$ cat config.mk
export PLATFORM = sky130hd
export DESIGN_NAME = axi_axil_adapter_rd
export DESIGN_NICKNAME = d
export VERILOG_FILES = /design/src/axil_adapter_pkg.sv /design/src/axi_axil_adapter_rd.sv /design/src/axil_rd_reflect.sv /design/src/rd_tag_fifo.sv /design/src/axi_burst_iter.sv
export SDC_FILE = /design/constraint.sdc
export NUM_CORES = 1
export LEC_CHECK = 0
export BUFFER_PORTS_ARGS = -buffer_cell sky130_fd_sc_hd__buf_2
export CORE_MARGIN = 2
export CORE_UTILIZATION = 45
export CTS_CLUSTER_DIAMETER = 50
export DETAILED_ROUTE_END_ITERATION = 16
export GPL_ROUTABILITY_DRIVEN = 0
export PLACE_DENSITY = 0.75
export SLEW_MARGIN = 10
export SYNTH_ARGS = -nofsm -noshare
export SYNTH_HDL_FRONTEND = slang
export SYNTH_SLANG_ARGS = --single-unit
$ cat constraint.sdc
create_clock -name clk -period 7.84 [get_ports clk]
set_input_delay 0.784 -clock clk [delete_from_list [all_inputs] [get_ports clk]]
set_output_delay 0.784 -clock clk [all_outputs]
set_load 0.005 [all_outputs]
$ cat src/axil_adapter_pkg.sv
package axil_adapter_pkg;

  // Bus geometry, same on both sides of the adapter
  localparam int ADDR_W = 16;
  localparam int DATA_W = 32;
  localparam int ID_W = 4;

  // Reads allowed in flight on the AXI-Lite side
  localparam int TAG_DEPTH = 4;

  typedef logic [ADDR_W-1:0] addr_t;
  typedef logic [DATA_W-1:0] data_t;
  typedef logic [ID_W-1:0] id_t;

  // Beats minus one
  typedef logic [7:0] len_t;

  // log2 of bytes per beat
  typedef logic [2:0] size_t;

  typedef logic [1:0] burst_t;
  typedef logic [1:0] resp_t;

  // AXI burst encodings
  localparam burst_t BURST_FIXED = 2'd0;
  localparam burst_t BURST_INCR = 2'd1;
  localparam burst_t BURST_WRAP = 2'd2;

  // Response codes used by the memory side
  localparam resp_t RESP_OKAY = 2'd0;
  localparam resp_t RESP_SLVERR = 2'd2;

endpackage
$ cat src/axi_axil_adapter_rd.sv
`timescale 1ns/1ps

module axi_axil_adapter_rd
  import axil_adapter_pkg::*;
(
  input  logic   clk,
  input  logic   i_rst,
  input  logic   i_s_axi_arvalid,
  input  id_t    i_s_axi_arid,
  input  addr_t  i_s_axi_araddr,
  input  len_t   i_s_axi_arlen,
  input  size_t  i_s_axi_arsize,
  input  burst_t i_s_axi_arburst,
  output logic   o_s_axi_arready,
  output logic   o_s_axi_rvalid,
  output id_t    o_s_axi_rid,
  output data_t  o_s_axi_rdata,
  output resp_t  o_s_axi_rresp,
  output logic   o_s_axi_rlast,
  input  logic   i_s_axi_rready,
  output logic   o_m_axil_arvalid,
  output addr_t  o_m_axil_araddr,
  input  logic   i_m_axil_arready,
  input  logic   i_m_axil_rvalid,
  input  data_t  i_m_axil_rdata,
  input  resp_t  i_m_axil_rresp,
  output logic   o_m_axil_rready
);

  // Beat channel
  logic  beat_valid;
  addr_t beat_addr;
  id_t   beat_id;
  logic  beat_last;
  logic  beat_ready;

  // Tag channel
  logic  tag_push;
  id_t   tag_push_id;
  logic  tag_push_last;
  logic  tag_pop;
  logic  tag_full;
  id_t   tag_pop_id;
  logic  tag_pop_last;

  axi_burst_iter u_iter (
    .clk         (clk),
    .i_rst       (i_rst),
    .i_s_arvalid (i_s_axi_arvalid),
    .i_s_arid    (i_s_axi_arid),
    .i_s_araddr  (i_s_axi_araddr),
    .i_s_arlen   (i_s_axi_arlen),
    .i_s_arsize  (i_s_axi_arsize),
    .i_s_arburst (i_s_axi_arburst),
    .o_s_arready (o_s_axi_arready),
    .o_m_valid   (beat_valid),
    .o_m_addr    (beat_addr),
    .o_m_id      (beat_id),
    .o_m_last    (beat_last),
    .i_m_ready   (beat_ready)
  );

  rd_tag_fifo u_tags (
    .clk         (clk),
    .i_rst       (i_rst),
    .i_push      (tag_push),
    .i_push_id   (tag_push_id),
    .i_push_last (tag_push_last),
    .i_pop       (tag_pop),
    .o_full      (tag_full),
    .o_empty     (),
    .o_head_id   (tag_pop_id),
    .o_head_last (tag_pop_last)
  );

  axil_rd_reflect u_reflect (
    .clk              (clk),
    .i_rst            (i_rst),
    .i_beat_valid     (beat_valid),
    .i_beat_addr      (beat_addr),
    .i_beat_id        (beat_id),
    .i_beat_last      (beat_last),
    .o_beat_ready     (beat_ready),
    .o_tag_push       (tag_push),
    .o_tag_push_id    (tag_push_id),
    .o_tag_push_last  (tag_push_last),
    .o_tag_pop        (tag_pop),
    .i_tag_full       (tag_full),
    .i_tag_head_id    (tag_pop_id),
    .i_tag_head_last  (tag_pop_last),
    .o_m_axil_arvalid (o_m_axil_arvalid),
    .o_m_axil_araddr  (o_m_axil_araddr),
    .i_m_axil_arready (i_m_axil_arready),
    .i_m_axil_rvalid  (i_m_axil_rvalid),
    .i_m_axil_rdata   (i_m_axil_rdata),
    .i_m_axil_rresp   (i_m_axil_rresp),
    .o_m_axil_rready  (o_m_axil_rready),
    .o_s_axi_rvalid   (o_s_axi_rvalid),
    .o_s_axi_rid      (o_s_axi_rid),
    .o_s_axi_rdata    (o_s_axi_rdata),
    .o_s_axi_rresp    (o_s_axi_rresp),
    .o_s_axi_rlast    (o_s_axi_rlast),
    .i_s_axi_rready   (i_s_axi_rready)
  );

endmodule

$ cat src/axil_rd_reflect.sv
`timescale 1ns/1ps

module axil_rd_reflect
  import axil_adapter_pkg::*;
(
  input  logic  clk,
  input  logic  i_rst,
  input  logic  i_beat_valid,
  input  addr_t i_beat_addr,
  input  id_t   i_beat_id,
  input  logic  i_beat_last,
  output logic  o_beat_ready,
  output logic  o_tag_push,
  output id_t   o_tag_push_id,
  output logic  o_tag_push_last,
  output logic  o_tag_pop,
  input  logic  i_tag_full,
  input  id_t   i_tag_head_id,
  input  logic  i_tag_head_last,
  output logic  o_m_axil_arvalid,
  output addr_t o_m_axil_araddr,
  input  logic  i_m_axil_arready,
  input  logic  i_m_axil_rvalid,
  input  data_t i_m_axil_rdata,
  input  resp_t i_m_axil_rresp,
  output logic  o_m_axil_rready,
  output logic  o_s_axi_rvalid,
  output id_t   o_s_axi_rid,
  output data_t o_s_axi_rdata,
  output resp_t o_s_axi_rresp,
  output logic  o_s_axi_rlast,
  input  logic  i_s_axi_rready
);

  localparam int CNT_W = $clog2(TAG_DEPTH + 1);

  logic [CNT_W-1:0] outstanding;
  logic             rd_active;

  // Address side, issue only while a tag slot is free
  assign o_m_axil_arvalid = i_beat_valid && !i_tag_full;
  assign o_m_axil_araddr  = i_beat_addr;
  assign o_beat_ready     = i_m_axil_arready && !i_tag_full;

  assign o_tag_push      = o_m_axil_arvalid && i_m_axil_arready;
  assign o_tag_push_id   = i_beat_id;
  assign o_tag_push_last = i_beat_last;

  // Nothing can return before a read was issued
  assign rd_active = (outstanding != '0);

  // Data side, straight through with the tag at the FIFO head
  assign o_s_axi_rvalid  = i_m_axil_rvalid && rd_active;
  assign o_m_axil_rready = i_s_axi_rready && rd_active;
  assign o_s_axi_rid     = i_tag_head_id;
  assign o_s_axi_rlast   = i_tag_head_last;
  assign o_s_axi_rdata   = i_m_axil_rdata;
  assign o_s_axi_rresp   = i_m_axil_rresp;

  assign o_tag_pop = o_s_axi_rvalid && i_s_axi_rready;

  always_ff @(posedge clk) begin
    if (i_rst) begin
      outstanding <= '0;
    end else if (o_tag_push && !o_tag_pop) begin
      outstanding <= outstanding + 1'b1;
    end else if (o_tag_pop && !o_tag_push) begin
      outstanding <= outstanding - 1'b1;
    end
  end

endmodule

$ cat src/rd_tag_fifo.sv
`timescale 1ns/1ps

module rd_tag_fifo
  import axil_adapter_pkg::*;
(
  input  logic clk,
  input  logic i_rst,
  input  logic i_push,
  input  id_t  i_push_id,
  input  logic i_push_last,
  input  logic i_pop,
  output logic o_full,
  output logic o_empty,
  output id_t  o_head_id,
  output logic o_head_last
);

  localparam int PTR_W = $clog2(TAG_DEPTH);
  localparam int CNT_W = $clog2(TAG_DEPTH + 1);

  // Tag storage, one entry per outstanding read
  id_t  id_mem   [TAG_DEPTH];
  logic last_mem [TAG_DEPTH];

  logic [PTR_W-1:0] wr_ptr;
  logic [PTR_W-1:0] rd_ptr;
  logic [CNT_W-1:0] count;

  logic push_ok;
  logic pop_ok;

  assign push_ok = i_push && !o_full;
  assign pop_ok  = i_pop && !o_empty;

  always_ff @(posedge clk) begin
    if (i_rst) begin
      wr_ptr <= '0;
      rd_ptr <= '0;
      count  <= '0;
    end else begin
      if (push_ok) begin
        wr_ptr <= (wr_ptr == PTR_W'(TAG_DEPTH - 1)) ? '0 : wr_ptr + 1'b1;
      end
      if (pop_ok) begin
        rd_ptr <= (rd_ptr == PTR_W'(TAG_DEPTH - 1)) ? '0 : rd_ptr + 1'b1;
      end
      // Simultaneous push and pop leaves the count alone
      if (push_ok && !pop_ok) begin
        count <= count + 1'b1;
      end else if (pop_ok && !push_ok) begin
        count <= count - 1'b1;
      end
    end
  end

  always_ff @(posedge clk) begin
    if (push_ok) begin
      id_mem[wr_ptr]   <= i_push_id;
      last_mem[wr_ptr] <= i_push_last;
    end
  end

  assign o_full      = (count == CNT_W'(TAG_DEPTH));
  assign o_empty     = (count == '0);
  assign o_head_id   = id_mem[rd_ptr];
  assign o_head_last = last_mem[rd_ptr];

endmodule

$ cat src/axi_burst_iter.sv
`timescale 1ns/1ps

module axi_burst_iter
  import axil_adapter_pkg::*;
(
  input  logic   clk,
  input  logic   i_rst,
  input  logic   i_s_arvalid,
  input  id_t    i_s_arid,
  input  addr_t  i_s_araddr,
  input  len_t   i_s_arlen,
  input  size_t  i_s_arsize,
  input  burst_t i_s_arburst,
  output logic   o_s_arready,
  output logic   o_m_valid,
  output addr_t  o_m_addr,
  output id_t    o_m_id,
  output logic   o_m_last,
  input  logic   i_m_ready
);

  typedef enum logic [0:0] {
    IDLE,
    BURST
  } iter_state_t;

  iter_state_t state;

  // Accepted burst
  addr_t  addr_q;
  addr_t  step_q;
  addr_t  wrap_mask_q;
  id_t    id_q;
  burst_t burst_q;
  len_t   beats_left;

  // Decoded from the incoming request
  addr_t  ar_step;
  addr_t  ar_window;

  addr_t  incr_addr;
  addr_t  next_addr;

  logic   ar_xfer;
  logic   beat_xfer;

  assign ar_xfer   = i_s_arvalid && o_s_arready;
  assign beat_xfer = o_m_valid && i_m_ready;

  // Wrap window is (len + 1) beats of step bytes
  assign ar_step   = addr_t'(1) << i_s_arsize;
  assign ar_window = (addr_t'(i_s_arlen) + addr_t'(1)) << i_s_arsize;

  assign incr_addr = addr_q + step_q;

  always_comb begin
    case (burst_q)
      BURST_FIXED: next_addr = addr_q;
      BURST_WRAP:  next_addr = (addr_q & ~wrap_mask_q) | (incr_addr & wrap_mask_q);
      default:     next_addr = incr_addr;
    endcase
  end

  always_ff @(posedge clk) begin
    if (i_rst) begin
      state      <= IDLE;
      beats_left <= '0;
    end else begin
      case (state)
        IDLE: begin
          if (ar_xfer) begin
            state      <= BURST;
            beats_left <= i_s_arlen;
          end
        end
        BURST: begin
          if (beat_xfer) begin
            if (o_m_last) begin
              state <= IDLE;
            end else begin
              beats_left <= beats_left - 8'd1;
            end
          end
        end
        default: state <= IDLE;
      endcase
    end
  end

  // Payload registers, loaded on accept and stepped per beat
  always_ff @(posedge clk) begin
    if (ar_xfer) begin
      addr_q      <= i_s_araddr;
      step_q      <= ar_step;
      wrap_mask_q <= ar_window - addr_t'(1);
      id_q        <= i_s_arid;
      burst_q     <= i_s_arburst;
    end else if (beat_xfer) begin
      addr_q <= next_addr;
    end
  end

  assign o_s_arready = (state == IDLE);
  assign o_m_valid   = (state == BURST);
  assign o_m_addr    = addr_q;
  assign o_m_id      = id_q;
  assign o_m_last    = (beats_left == '0);

endmodule

==> metrics.txt, run 1 <==
outcome=completed; synthesis-stage register bit count=87; Worst Hold Class=flip-flop to flip-flop; height of the chip=114.2 µm; Reg clk slew, reported paths=0.06 ns; Root Buffer=clkbuf_16; largest family of logic cells by synthesized area=simple AND/OR/NAND/NOR gates; Fin Clk Skew=0.009616 ns; CTS tree=yes; CP max FO=14; CP required=7.93 ns; Fill cells=1060; slowest CP cell=or4_4; Ports=132; Die Width=114.2 µm; worst vdd ir=0.1161 mV; Row Count=40; adder-cell share of the synthesized area=5.449%; worst-path cell chain=buf_2 > ha_1 > nand3b_1 > a21boi_2 > nor3_1 > mux4_2 > a211o_1 > or4_4 > xnor2_2; port bufs=63; post-detail-place hpwl=8664 µm; post-cts sizing count=0; DP Cell Count=713; NumNets Final=672; Worst slew margin=26.02%; Final setup viols=0; Worst Path Class, Setup=input pin to flip-flop; number of synthesized flops with an enable pin=66; number of global-route vias before repair=4181; WL/cell=16.17 µm; Max H-tree Level=3; DRT antenna net count=0; n_diodes=0; area of the core=11910 µm²; Post-CTS Setup Bufs=0; Worst Setup Start Kind=input pin; Clock Sinks=87; Initial DRC Count=335; first-pass GRT wire length=19770 µm; leak pwr=2.253 nW; Starting Density=45.88%; PwrDens=221.1 nW/µm²; TritonRoute pass-1 iters=5; max incr delay on CP=0.55 ns; die footprint=13040 µm²; # DRC=0; total power=0.001302 W; Slew Limit Fails=0; mux share of post-synthesis cell area=4.304%; syn_nets=660; total track usage=18.81%; synthesized cell area=5465 µm²; Tmin final=3.352 ns; largest cells by area after synthesis=edfxtp_1 (36%), dfxtp_1 (7.7%), buf_4 (4.7%); via count=4256; WP data arrival=3.44 ns; Max-Cap Viols=0; clock buffer count from CTS=9; setup TNS=0 ns; initial antenna violation count=0; simple-gate share of the synthesized area=18.02%; Cells after Synth=565; RSZ-0062 raised after global routing=false; layout cell share with drive strength beyond 1=16.67%; Post-synth ARST share=0%; Post-Syn Area per Cell=9.673 µm²; Worst-Skew Late Latency=0.34 ns; Peak Freq=298.3 MHz; cell taking the most area after synthesis=edfxtp_1; area grow syn2layout=7.738%; area share of the largest cell type after synthesis=36.26%; final wirelength=11790 µm; worst slew pin tran=1.102 ns; Synth Area in XOR/XNOR=4.625%; Hold Fails Final Rpt=0; Via density=5.838; largest net degree at the start of global routing=63; Period Utilization, post-route=42.76%; Hold Buf Count CTS=0; synth warn=0; Seq/Total Area, Yosys=43.96%; Main synth FF type=edfxtp_1; CP Capture Type=flip-flop; Synth Area in Compound Gates=15.16%; post-layout instance count excluding filler cells=729; Synth cell types=70; Max Root-Sink Buffers=2; grt ovf=0
==> report_power, final <==
part / internal (W) / switching [W]
logic: 0.000120 / 0.000169
registers: 0.000549 / 0.0000329
clock network: 0.000252 / 0.000179
==> routing by layer <==
layer  part of all wire [%]  vias up  global-route usage, %  routed length, µm
met5                      0        -                      0                  0
met4                    1.9        0                  7.398                226
met3                    6.5       19                  4.500                763
met2                     46      153                  29.40               5401
met1                     46     2021                  25.32               5400
li1                       -     2063                      -                  -
==> synthesized netlist by cell type (all sizes together) (8+ instances only) <==
master,n
nand2,59
dfxtp,21
and3,8
or3,9
nor3,15
inv,21
a21oi,26
edfxtp,66
buf,42
clkbuf,21
ha,19
a211oi,8
o21ai,40
nand3,18
xnor2,18
o31ai,10
mux2i,10
nor2,55
xor2,10
==> critical path: cells and delay by family <==
family / cells / cell delay (ns)
XOR/XNOR: 1 / 0.14
AND/OR/NAND/NOR: 3 / 0.79
adder cells (fa/ha/maj): 1 / 0.43
AO/OA/AOI/OAI: 2 / 0.54
multiplexers: 1 / 0.54
buffers and inverters: 1 / 0.22
==> cells by family after synthesis <==
family	count (synthesis)
simple gates	203
compound gates	125
flops	87
buf+inv	84
xor+xnor	28
fa+ha+maj	22
mux	16
==> layout by cell type (no fill, tap or decap), types with 4 or more instances in the layout <==
cell type  synthesis  routed
nor2b_1            6       6
a211oi_1           7       7
nand3b_1           4       4
nand2_1           59      59
inv_1             20      19
o21ai_0           39      38
buf_2              5      63
ha_1              19      19
edfxtp_1          66      66
nor4_1             5       5
nor3_1            15      15
mux4_2             6       6
and3_1             7       7
or3_1              9       9
mux2i_1           10      10
xnor2_1           17      17
nor2_1            55      55
a21oi_1           26      26
o31ai_1           10      10
nand2b_1           6       6
clkbuf_16          0       9
dfxtp_1           21      21
nand3_1           18      18
xor2_1            10      10
==> path summary, 6_finish.rpt <==
kind                                               startpoint  slack [ns]  depth (start not counted)                          endpoint
worst max-delay path                         i_s_axi_arlen[0]        4.49                          9  u_iter.wrap_mask_q[13]$_DFFE_PP_
worst min-delay path            u_tags.wr_ptr[1]$_SDFFE_PP0P_        0.50                          2     u_tags.wr_ptr[1]$_SDFFE_PP0P_
worst max register to register    u_iter.o_m_valid$_SDFF_PP0_        4.60                         10      u_tags.count[2]$_SDFFE_PP0P_
worst min register to register  u_tags.wr_ptr[1]$_SDFFE_PP0P_        0.50                          2     u_tags.wr_ptr[1]$_SDFFE_PP0P_
==> stage by stage <==
stage	worst slack, ns	cell area, µm²	util (%)	hold WS (ns)
after floorplan	4.614	5465	-	0.4582
after global placement	4.242	5587	46.90	0.4729
after detailed placement	4.157	5587	46.90	0.4923
after CTS	4.529	5888	49.43	0.5015
after global routing	4.183	5888	49.43	0.5154
final	4.488	5888	49.43	0.4975
==> final cells by class <==
type / count / area, µm² / share of cell area (%)
Multi-Input combinational cell: 394 / 2599 / 44.14
Clock inverter: 6 / 72.57 / 1.232
Sequential cell: 87 / 2402 / 40.80
Inverter: 21 / 78.83 / 1.339
Tap cell: 147 / 183.9 / 3.124
Clock buffer: 10 / 229.0 / 3.889
Timing Repair Buffer: 64 / 322.8 / 5.482
Power figures use the tool's default switching activity.
==> run 2, diff against run 1 <==
--- a/config.mk
+++ b/config.mk
@@ -11,7 +11,7 @@
 export CTS_CLUSTER_DIAMETER = 50
 export DETAILED_ROUTE_END_ITERATION = 16
 export GPL_ROUTABILITY_DRIVEN = 0
-export PLACE_DENSITY = 0.75
+export PLACE_DENSITY = 0.78
 export SLEW_MARGIN = 10
 export SYNTH_ARGS = -nofsm -noshare
 export SYNTH_HDL_FRONTEND = slang
==> constraint.sdc (replaced) <==
create_clock -name clk -period 2.8 [get_ports clk]
set_input_delay 0.28 -clock clk [delete_from_list [all_inputs] [get_ports clk]]
set_output_delay 0.28 -clock clk [all_outputs]
set_load 0.005 [all_outputs]
==> run 2 against run 1 <==
  * Register-to-register slack got worse by 4.4 ns
  * Non-clock buffer count grew 39
  * Critical path depth did not move
  * Count of clock-buffer cells in the layout fell by 1
  * Setup slack worse by 4.3 ns
  * Critical path type is now flip-flop to flip-flop
  * Total power increased to 2.8 times the previous value
  * Sequential share of layout area fell by 2.1 points
  * Clock power grew to 2.6 times the previous value
==> metrics.txt, run 2 (synthesis gave the netlist of run 1 again) <==
WL/cell=16.25 µm (was 16.17 µm); Clock Sinks=87 (unchanged); WP data arrival=2.68 ns (was 3.44 ns); via count=4450 (was 4256); total track usage=20.16% (was 18.81%); Period Utilization, post-route=93.35%; Peak Freq=382.6 MHz; clock buffer count from CTS=9 (unchanged); Initial DRC Count=457 (was 335); first-pass GRT wire length=21100 µm (was 19770 µm); setup TNS=0 ns (unchanged); Worst-Skew Late Latency=0.34 ns (about the same); DRT antenna net count=0 (unchanged); Max-Cap Viols=0 (unchanged); final wirelength=12480 µm (was 11790 µm); Max H-tree Level=3 (unchanged); dpl ws=-0.1230 ns (was 4.157 ns); TritonRoute pass-1 iters=5 (unchanged); CP max FO=6 (was 14); Final WS setup=0.1861 ns (was 4.488 ns); placed inst area=5904 µm² (was 5587 µm²); area grow syn2layout=13.58% (was 7.738%); Worst Path Class, Setup=flip-flop to flip-flop (was input pin to flip-flop); die footprint=13040 µm² (unchanged); n_diodes=0 (unchanged); area of the core=11910 µm² (unchanged); utilization after layout=52.11% (was 49.43%); Hold Buf Count CTS=0 (unchanged); outcome=completed (unchanged); Ports=132 (unchanged); Max Root-Sink Buffers=2 (unchanged); worst slew pin tran=0.7199 ns (was 1.102 ns); commonest non-fill, non-tap cells in the layout=edfxtp_1 (66), buf_2 (63), nand2_1 (59) (unchanged); Via density=5.794 (was 5.838); number of global-route vias before repair=4492 (was 4181); Fin Clk Skew=0.006975 ns (was 0.009616 ns); most common cell after layout, fill and taps aside=edfxtp_1 (unchanged); port bufs=63 (unchanged); worst hold stages=1 (was 2); NumNets Final=711 (was 672); Slew Limit Fails=0 (unchanged); Worst Hold Class=input pin to flip-flop (was flip-flop to flip-flop); post-detail-place hpwl=9301 µm (was 8664 µm); Root Buffer=clkbuf_16 (unchanged); Starting Density=45.88% (unchanged); layout cell share with drive strength beyond 1=22.54% (was 16.67%); Hold Path End=u_iter.o_m_id[2]$_DFFE_PP_ (was u_tags.wr_ptr[1]$_SDFFE_PP0P_); CP Capture Type=flip-flop (unchanged); Worst Setup Start Kind=flip-flop (was input pin); grt ovf=0 (unchanged); Reg clk slew, reported paths=0.07 ns (was 0.06 ns); Die Width=114.2 µm (unchanged); RSZ-0062 raised after global routing=false (unchanged); Final setup viols=0 (unchanged); height of the chip=114.2 µm (unchanged); Tmin final=2.614 ns; leak pwr=2.443 nW (was 2.253 nW); CTS tree=yes (unchanged); total power=0.003647 W (was 0.001302 W); Post-CTS Setup Bufs=0 (unchanged); largest net degree at the start of global routing=44 (was 63); Hold Fails Final Rpt=0 (unchanged); Worst slew margin=52.01% (was 26.02%); worst vdd ir=0.3178 mV (was 0.1161 mV); # DRC=0 (unchanged); initial antenna violation count=0 (unchanged); design area=6207 µm² (was 5888 µm²); Worst Min Path Start=i_s_axi_arid[2] (was u_tags.wr_ptr[1]$_SDFFE_PP0P_); FF-to-FF path depth=9 (was 10); CP required=2.86 ns (was 7.93 ns); Row Count=40 (unchanged); PwrDens=587.6 nW/µm² (was 221.1 nW/µm²); R2R Setup Slk=0.19 ns (was 4.60 ns)
-- run 2: cell types whose count changed in the layout (fill, tap and decap cells not counted), sizes merged --
cell | before | now
bufinv | 1 | 0
clkbuf | 10 | 9
buf | 64 | 103
clkinv | 0 | 4
inv | 25 | 23
-- run 2: routing by layer --
metal	routed length (µm)	vias to the layer above	track usage (%)	share of wire, %
li1	-	2134	-	-
met3	874	31	4.076	7.0
met2	6067	179	34.64	49
met5	0	-	0	0
met4	256	0	7.967	2.1
met1	5279	2106	24.94	42
-- run 2: layout make-up --
type | instances | area [µm²]
sequential | 87 | 2402
clock inverter | 7 | 57.56
inverter | 21 | 78.83
timing repair buffer | 103 | 640.6
multi-input combinational | 394 | 2619
fill | 1066 | 5704
tap | 147 | 183.9
clock buffer | 9 | 225.2
-- run 2: timing repair --
action | 4_1_cts | 5_1_grt
gates resized for setup | 0 | 6
endpoints found under the hold margin | 0 | 0
endpoints found under the setup margin | 0 | 5
-- run 2: worst max-delay path by stage --
stage	startpoint	end	slack [ns]	cells after the start
after global routing	i_s_axi_arlen[0]	u_iter.wrap_mask_q[15]$_DFFE_PP_	0.008	11
after floorplan	i_s_axi_arlen[1]	u_iter.wrap_mask_q[13]$_DFFE_PP_	0.08	8
after global placement	i_s_axi_arlen[0]	u_iter.wrap_mask_q[13]$_DFFE_PP_	-0.04	10
after detailed placement	i_s_axi_arlen[0]	u_iter.wrap_mask_q[14]$_DFFE_PP_	-0.12	11
after CTS	flip-flop	flip-flop	0.11	9
final	flip-flop	flip-flop	0.19	9
-- run 2: power by group --
part / switching, W / internal [W] / leakage, nW
Combinational: 0.000505 / 0.000400 / 1.51
Clock: 0.000504 / 0.000612 / 0.137
Sequential: 0.0000887 / 0.00154 / 0.798
-- run 2: metrics by stage --
stage	hold WS [ns]	cells
final	0.1147	768
after global routing	0.1027	768
after CTS	0.1011	768
after detailed placement	0.4615	752
after global placement	0.4598	752
after floorplan	0.3789	565
-- run 2: worst max-delay path, stage by stage, from the launching register on --
cell and delay [ns]:
edfxtp_1 0.42, ha_1 0.31, a21o_1 0.19, a21oi_2 0.18, o21ai_1 0.11, a2111o_1 0.43, a31oi_1 0.19, buf_4 0.18
mux2i_1 0.17, o311ai_0 0.15
==> run 3, diff against run 2 <==
--- a/config.mk
+++ b/config.mk
@@ -5,13 +5,15 @@
 export SDC_FILE = /design/constraint.sdc
 export NUM_CORES = 1
 export LEC_CHECK = 0
+export ABC_AREA = 1
 export BUFFER_PORTS_ARGS = -buffer_cell sky130_fd_sc_hd__buf_2
+export CORE_ASPECT_RATIO = 0.6
 export CORE_MARGIN = 2
 export CORE_UTILIZATION = 45
 export CTS_CLUSTER_DIAMETER = 50
 export DETAILED_ROUTE_END_ITERATION = 16
 export GPL_ROUTABILITY_DRIVEN = 0
-export PLACE_DENSITY = 0.78
+export PLACE_DENSITY = 0.77
 export SLEW_MARGIN = 10
 export SYNTH_ARGS = -nofsm -noshare
 export SYNTH_HDL_FRONTEND = slang
==> run 3 against run 2 <==
  * Sequential cell count unchanged
  * Total power increased by 6.1%
  * Cell count increased by 14%
  * Global-route usage decreased by 0.53 points
  * Combinational power decreased by 9.1%
  * Cell area decreased by 0.10%
  * Core utilization decreased by 1.0 points
  * Sequential share of layout area about the same
  * Count of clock-buffer cells in the layout unchanged
  * Highest routed layer unchanged
  * Via count increased by 4.4%
  * Non-clock buffer count decreased by 36
==> metrics.txt, run 3 <==
post-cts sizing count=0 (unchanged); first-pass GRT wire length=21110 µm (was 21100 µm); Hold Buf Count CTS=0 (unchanged); port bufs=63 (unchanged); syn_nets=775 (was 660); leak pwr=2.648 nW (was 2.443 nW); RSZ-0062 raised after global routing=false (unchanged); Post-synth ARST share=0% (unchanged); most frequent cell after synthesis=nand2_1 (was edfxtp_1); final wirelength=12730 µm (was 12480 µm); Fill cells=1111 (was 1066); Hold Fails Final Rpt=0 (unchanged); Tmin final=2.343 ns (was 2.614 ns); Period Utilization, post-route=83.66% (was 93.35%); synthesized cell area=5650 µm² (was 5465 µm²); PwrDens=624.2 nW/µm² (was 587.6 nW/µm²); largest cells by area after synthesis=edfxtp_1 (35%), dfxtp_1 (7.4%), nand2_1 (7.4%) (was edfxtp_1 (36%), dfxtp_1 (7.7%), buf_4 (4.7%)); WL/cell=14.54 µm (was 16.25 µm); commonest non-fill, non-tap cells in the layout=nand2_1 (112), o21ai_0 (68), nor2_1 (67) (was edfxtp_1 (66), buf_2 (63), nand2_1 (59)); worst vdd ir=0.3007 mV (was 0.3178 mV); post-detail-place hpwl=9341 µm (was 9301 µm); Max Root-Sink Buffers=2 (unchanged); Worst-Skew Late Latency=0.35 ns (was 0.34 ns); worst hold slack=0.1096 ns (was 0.1147 ns); Synth cell types=41 (was 70); synthesis-stage register bit count=87 (unchanged); FF-to-FF path depth=11 (was 9); FF-to-FF End=u_tags.count[2]$_SDFFE_PP0P_; number of synthesized flops with an enable pin=66 (unchanged); Worst Hold Class=input pin to flip-flop (unchanged); area grow syn2layout=9.743% (was 13.58%); Post-Syn Area per Cell=8.309 µm² (was 9.673 µm²); grt ovf=0 (unchanged); Main synth FF type=edfxtp_1 (unchanged); Ports=132 (unchanged); largest net degree at the start of global routing=27 (was 44); via count=4644 (was 4450); R2R Setup Slk=0.46 ns (was 0.19 ns); Slew Limit Fails=0 (unchanged); crit path to=u_tags.count[2]$_SDFFE_PP0P_; total track usage=19.63% (was 20.16%); Worst Path Class, Setup=flip-flop to flip-flop (unchanged); Die Width=148.7 µm (was 114.2 µm); NumNets Final=800 (was 711); Seq/Total Area, Yosys=42.52% (was 43.96%); TritonRoute pass-1 iters=5 (unchanged); die footprint=13500 µm² (was 13040 µm²); design area=6201 µm² (was 6207 µm²); CP Capture Type=flip-flop (unchanged); layout cell share with drive strength beyond 1=20.00% (was 22.54%); Root Buffer=clkbuf_16 (unchanged); Initial DRC Count=449 (was 457); most common cell after layout, fill and taps aside=nand2_1 (was edfxtp_1); Starting Density=46.54% (was 45.88%); number of global-route vias before repair=4263 (was 4492); Max H-tree Level=3 (unchanged); area of the core=12140 µm² (was 11910 µm²); Post-CTS Setup Bufs=0 (unchanged); Cells after Synth=680 (was 565); initial antenna violation count=0 (unchanged); top post-synthesis cells by count=nand2_1 (112), o21ai_0 (68), nor2_1 (67) (was edfxtp_1 (66), nand2_1 (59), nor2_1 (55)); Worst Setup SP=u_iter.o_m_valid$_SDFF_PP0_; Worst slew margin=51.59% (was 52.01%); DRT antenna net count=0 (unchanged); worst slew pin tran=0.7253 ns (was 0.7199 ns); register area=2402 µm² (unchanged); Max-Cap Viols=0 (unchanged); Row Count=31 (was 40); synth warn=0 (unchanged); Fin Clk Skew=0.005743 ns (was 0.006975 ns); Final setup viols=0 (unchanged); area occupied by multi-input gates=2631 µm² (was 2619 µm²); Clock Sinks=87 (unchanged); CP max FO=15 (was 6); # DRC=0 (unchanged); cell taking the most area after synthesis=edfxtp_1 (unchanged); placed inst area=5848 µm² (was 5904 µm²); Via density=5.307 (was 5.794); WP data arrival=2.57 ns (was 2.68 ns); CP required=3.03 ns (was 2.86 ns); outcome=completed (unchanged); height of the chip=90.80 µm (was 114.2 µm); Worst Setup Start Kind=flip-flop (unchanged); clock buffer count from CTS=9 (unchanged); area share of the largest cell type after synthesis=35.08% (was 36.26%); Critical R2R Launch=u_iter.o_m_valid$_SDFF_PP0_; n_diodes=0 (unchanged); setup TNS=0 ns (unchanged); Peak Freq=426.9 MHz (was 382.6 MHz); CTS tree=yes (unchanged); Reg clk slew, reported paths=0.07 ns (about the same)
-- run 3: layout make-up --
class / instances / area share [%]
multi-input cells: 470 / 42.43
flip-flops and latches: 87 / 38.74
repair buffers: 67 / 5.569
inverters: 70 / 4.237
clock buffers: 9 / 3.632
well taps: 165 / 3.329
clock inverters: 7 / 2.058
-- run 3: power by group --
part,internal (W),switching (W)
logic,0.000304,0.000519
clock network,0.000886,0.000538
registers,0.00153,0.0000880
-- run 3: worst min-delay path by stage --
stage,from,to,slack [ns],depth (start not counted)
6_report,i_s_axi_arid[1],u_iter.o_m_id[1]$_DFFE_PP_,0.11,1
3_3_place_gp,u_iter.beats_left[7]$_SDFFE_PP0P_,u_iter.beats_left[7]$_SDFFE_PP0P_,0.45,2
3_5_place_dp,i_s_axi_arburst[0],u_iter.burst_q[0]$_DFFE_PP_,0.46,1
5_1_grt,i_s_axi_arid[3],u_iter.o_m_id[3]$_DFFE_PP_,0.1,1
2_1_floorplan,i_s_axi_arburst[0],u_iter.burst_q[0]$_DFFE_PP_,0.38,0
4_1_cts,i_s_axi_arid[1],u_iter.o_m_id[1]$_DFFE_PP_,0.1,1
-- run 3: worst max-delay path: stages, from the launching register on --
cell     delay [ns]
dfxtp_1        0.48
inv_2          0.20
a31oi_1        0.21
nand2_1        0.13
inv_1          0.12
ha_1           0.15
inv_1          0.06
fa_1           0.38
a21oi_1        0.15
o21ai_0        0.12
o21ai_0        0.17
a21oi_1        0.06
-- run 3: cell families after synthesis --
kind of cell	after synthesis	synth area share, %
and+or+nand+nor	305	26.48
AOI/OAI and AO/OA	127	12.33
buffers and inverters	123	10.92
DFF	87	42.52
adders and majority gates	22	5.270
xor gates and xnor gates	16	2.480
-- run 3: through the flow --
step	setup WS (ns)	utilization, %	cells	power [W]
after global placement	0.5214	48.17	859	0.002437
final	0.4575	51.08	875	0.003871
after CTS	0.5168	51.08	875	0.003879
after detailed placement	0.4940	48.17	859	0.002458
after floorplan	0.6355	-	680	0.002255
after global routing	0.2764	51.08	875	0.004073
-- run 3: routing by layer --
layer  global-route usage (%)  up-vias  wire length (µm)
li1                         -     2327                 -
met1                    30.34     2137              6611
met2                    26.43      166              4884
met3                    5.606       14              1094
met4                    5.079        0               136
met5                        0        -                 0
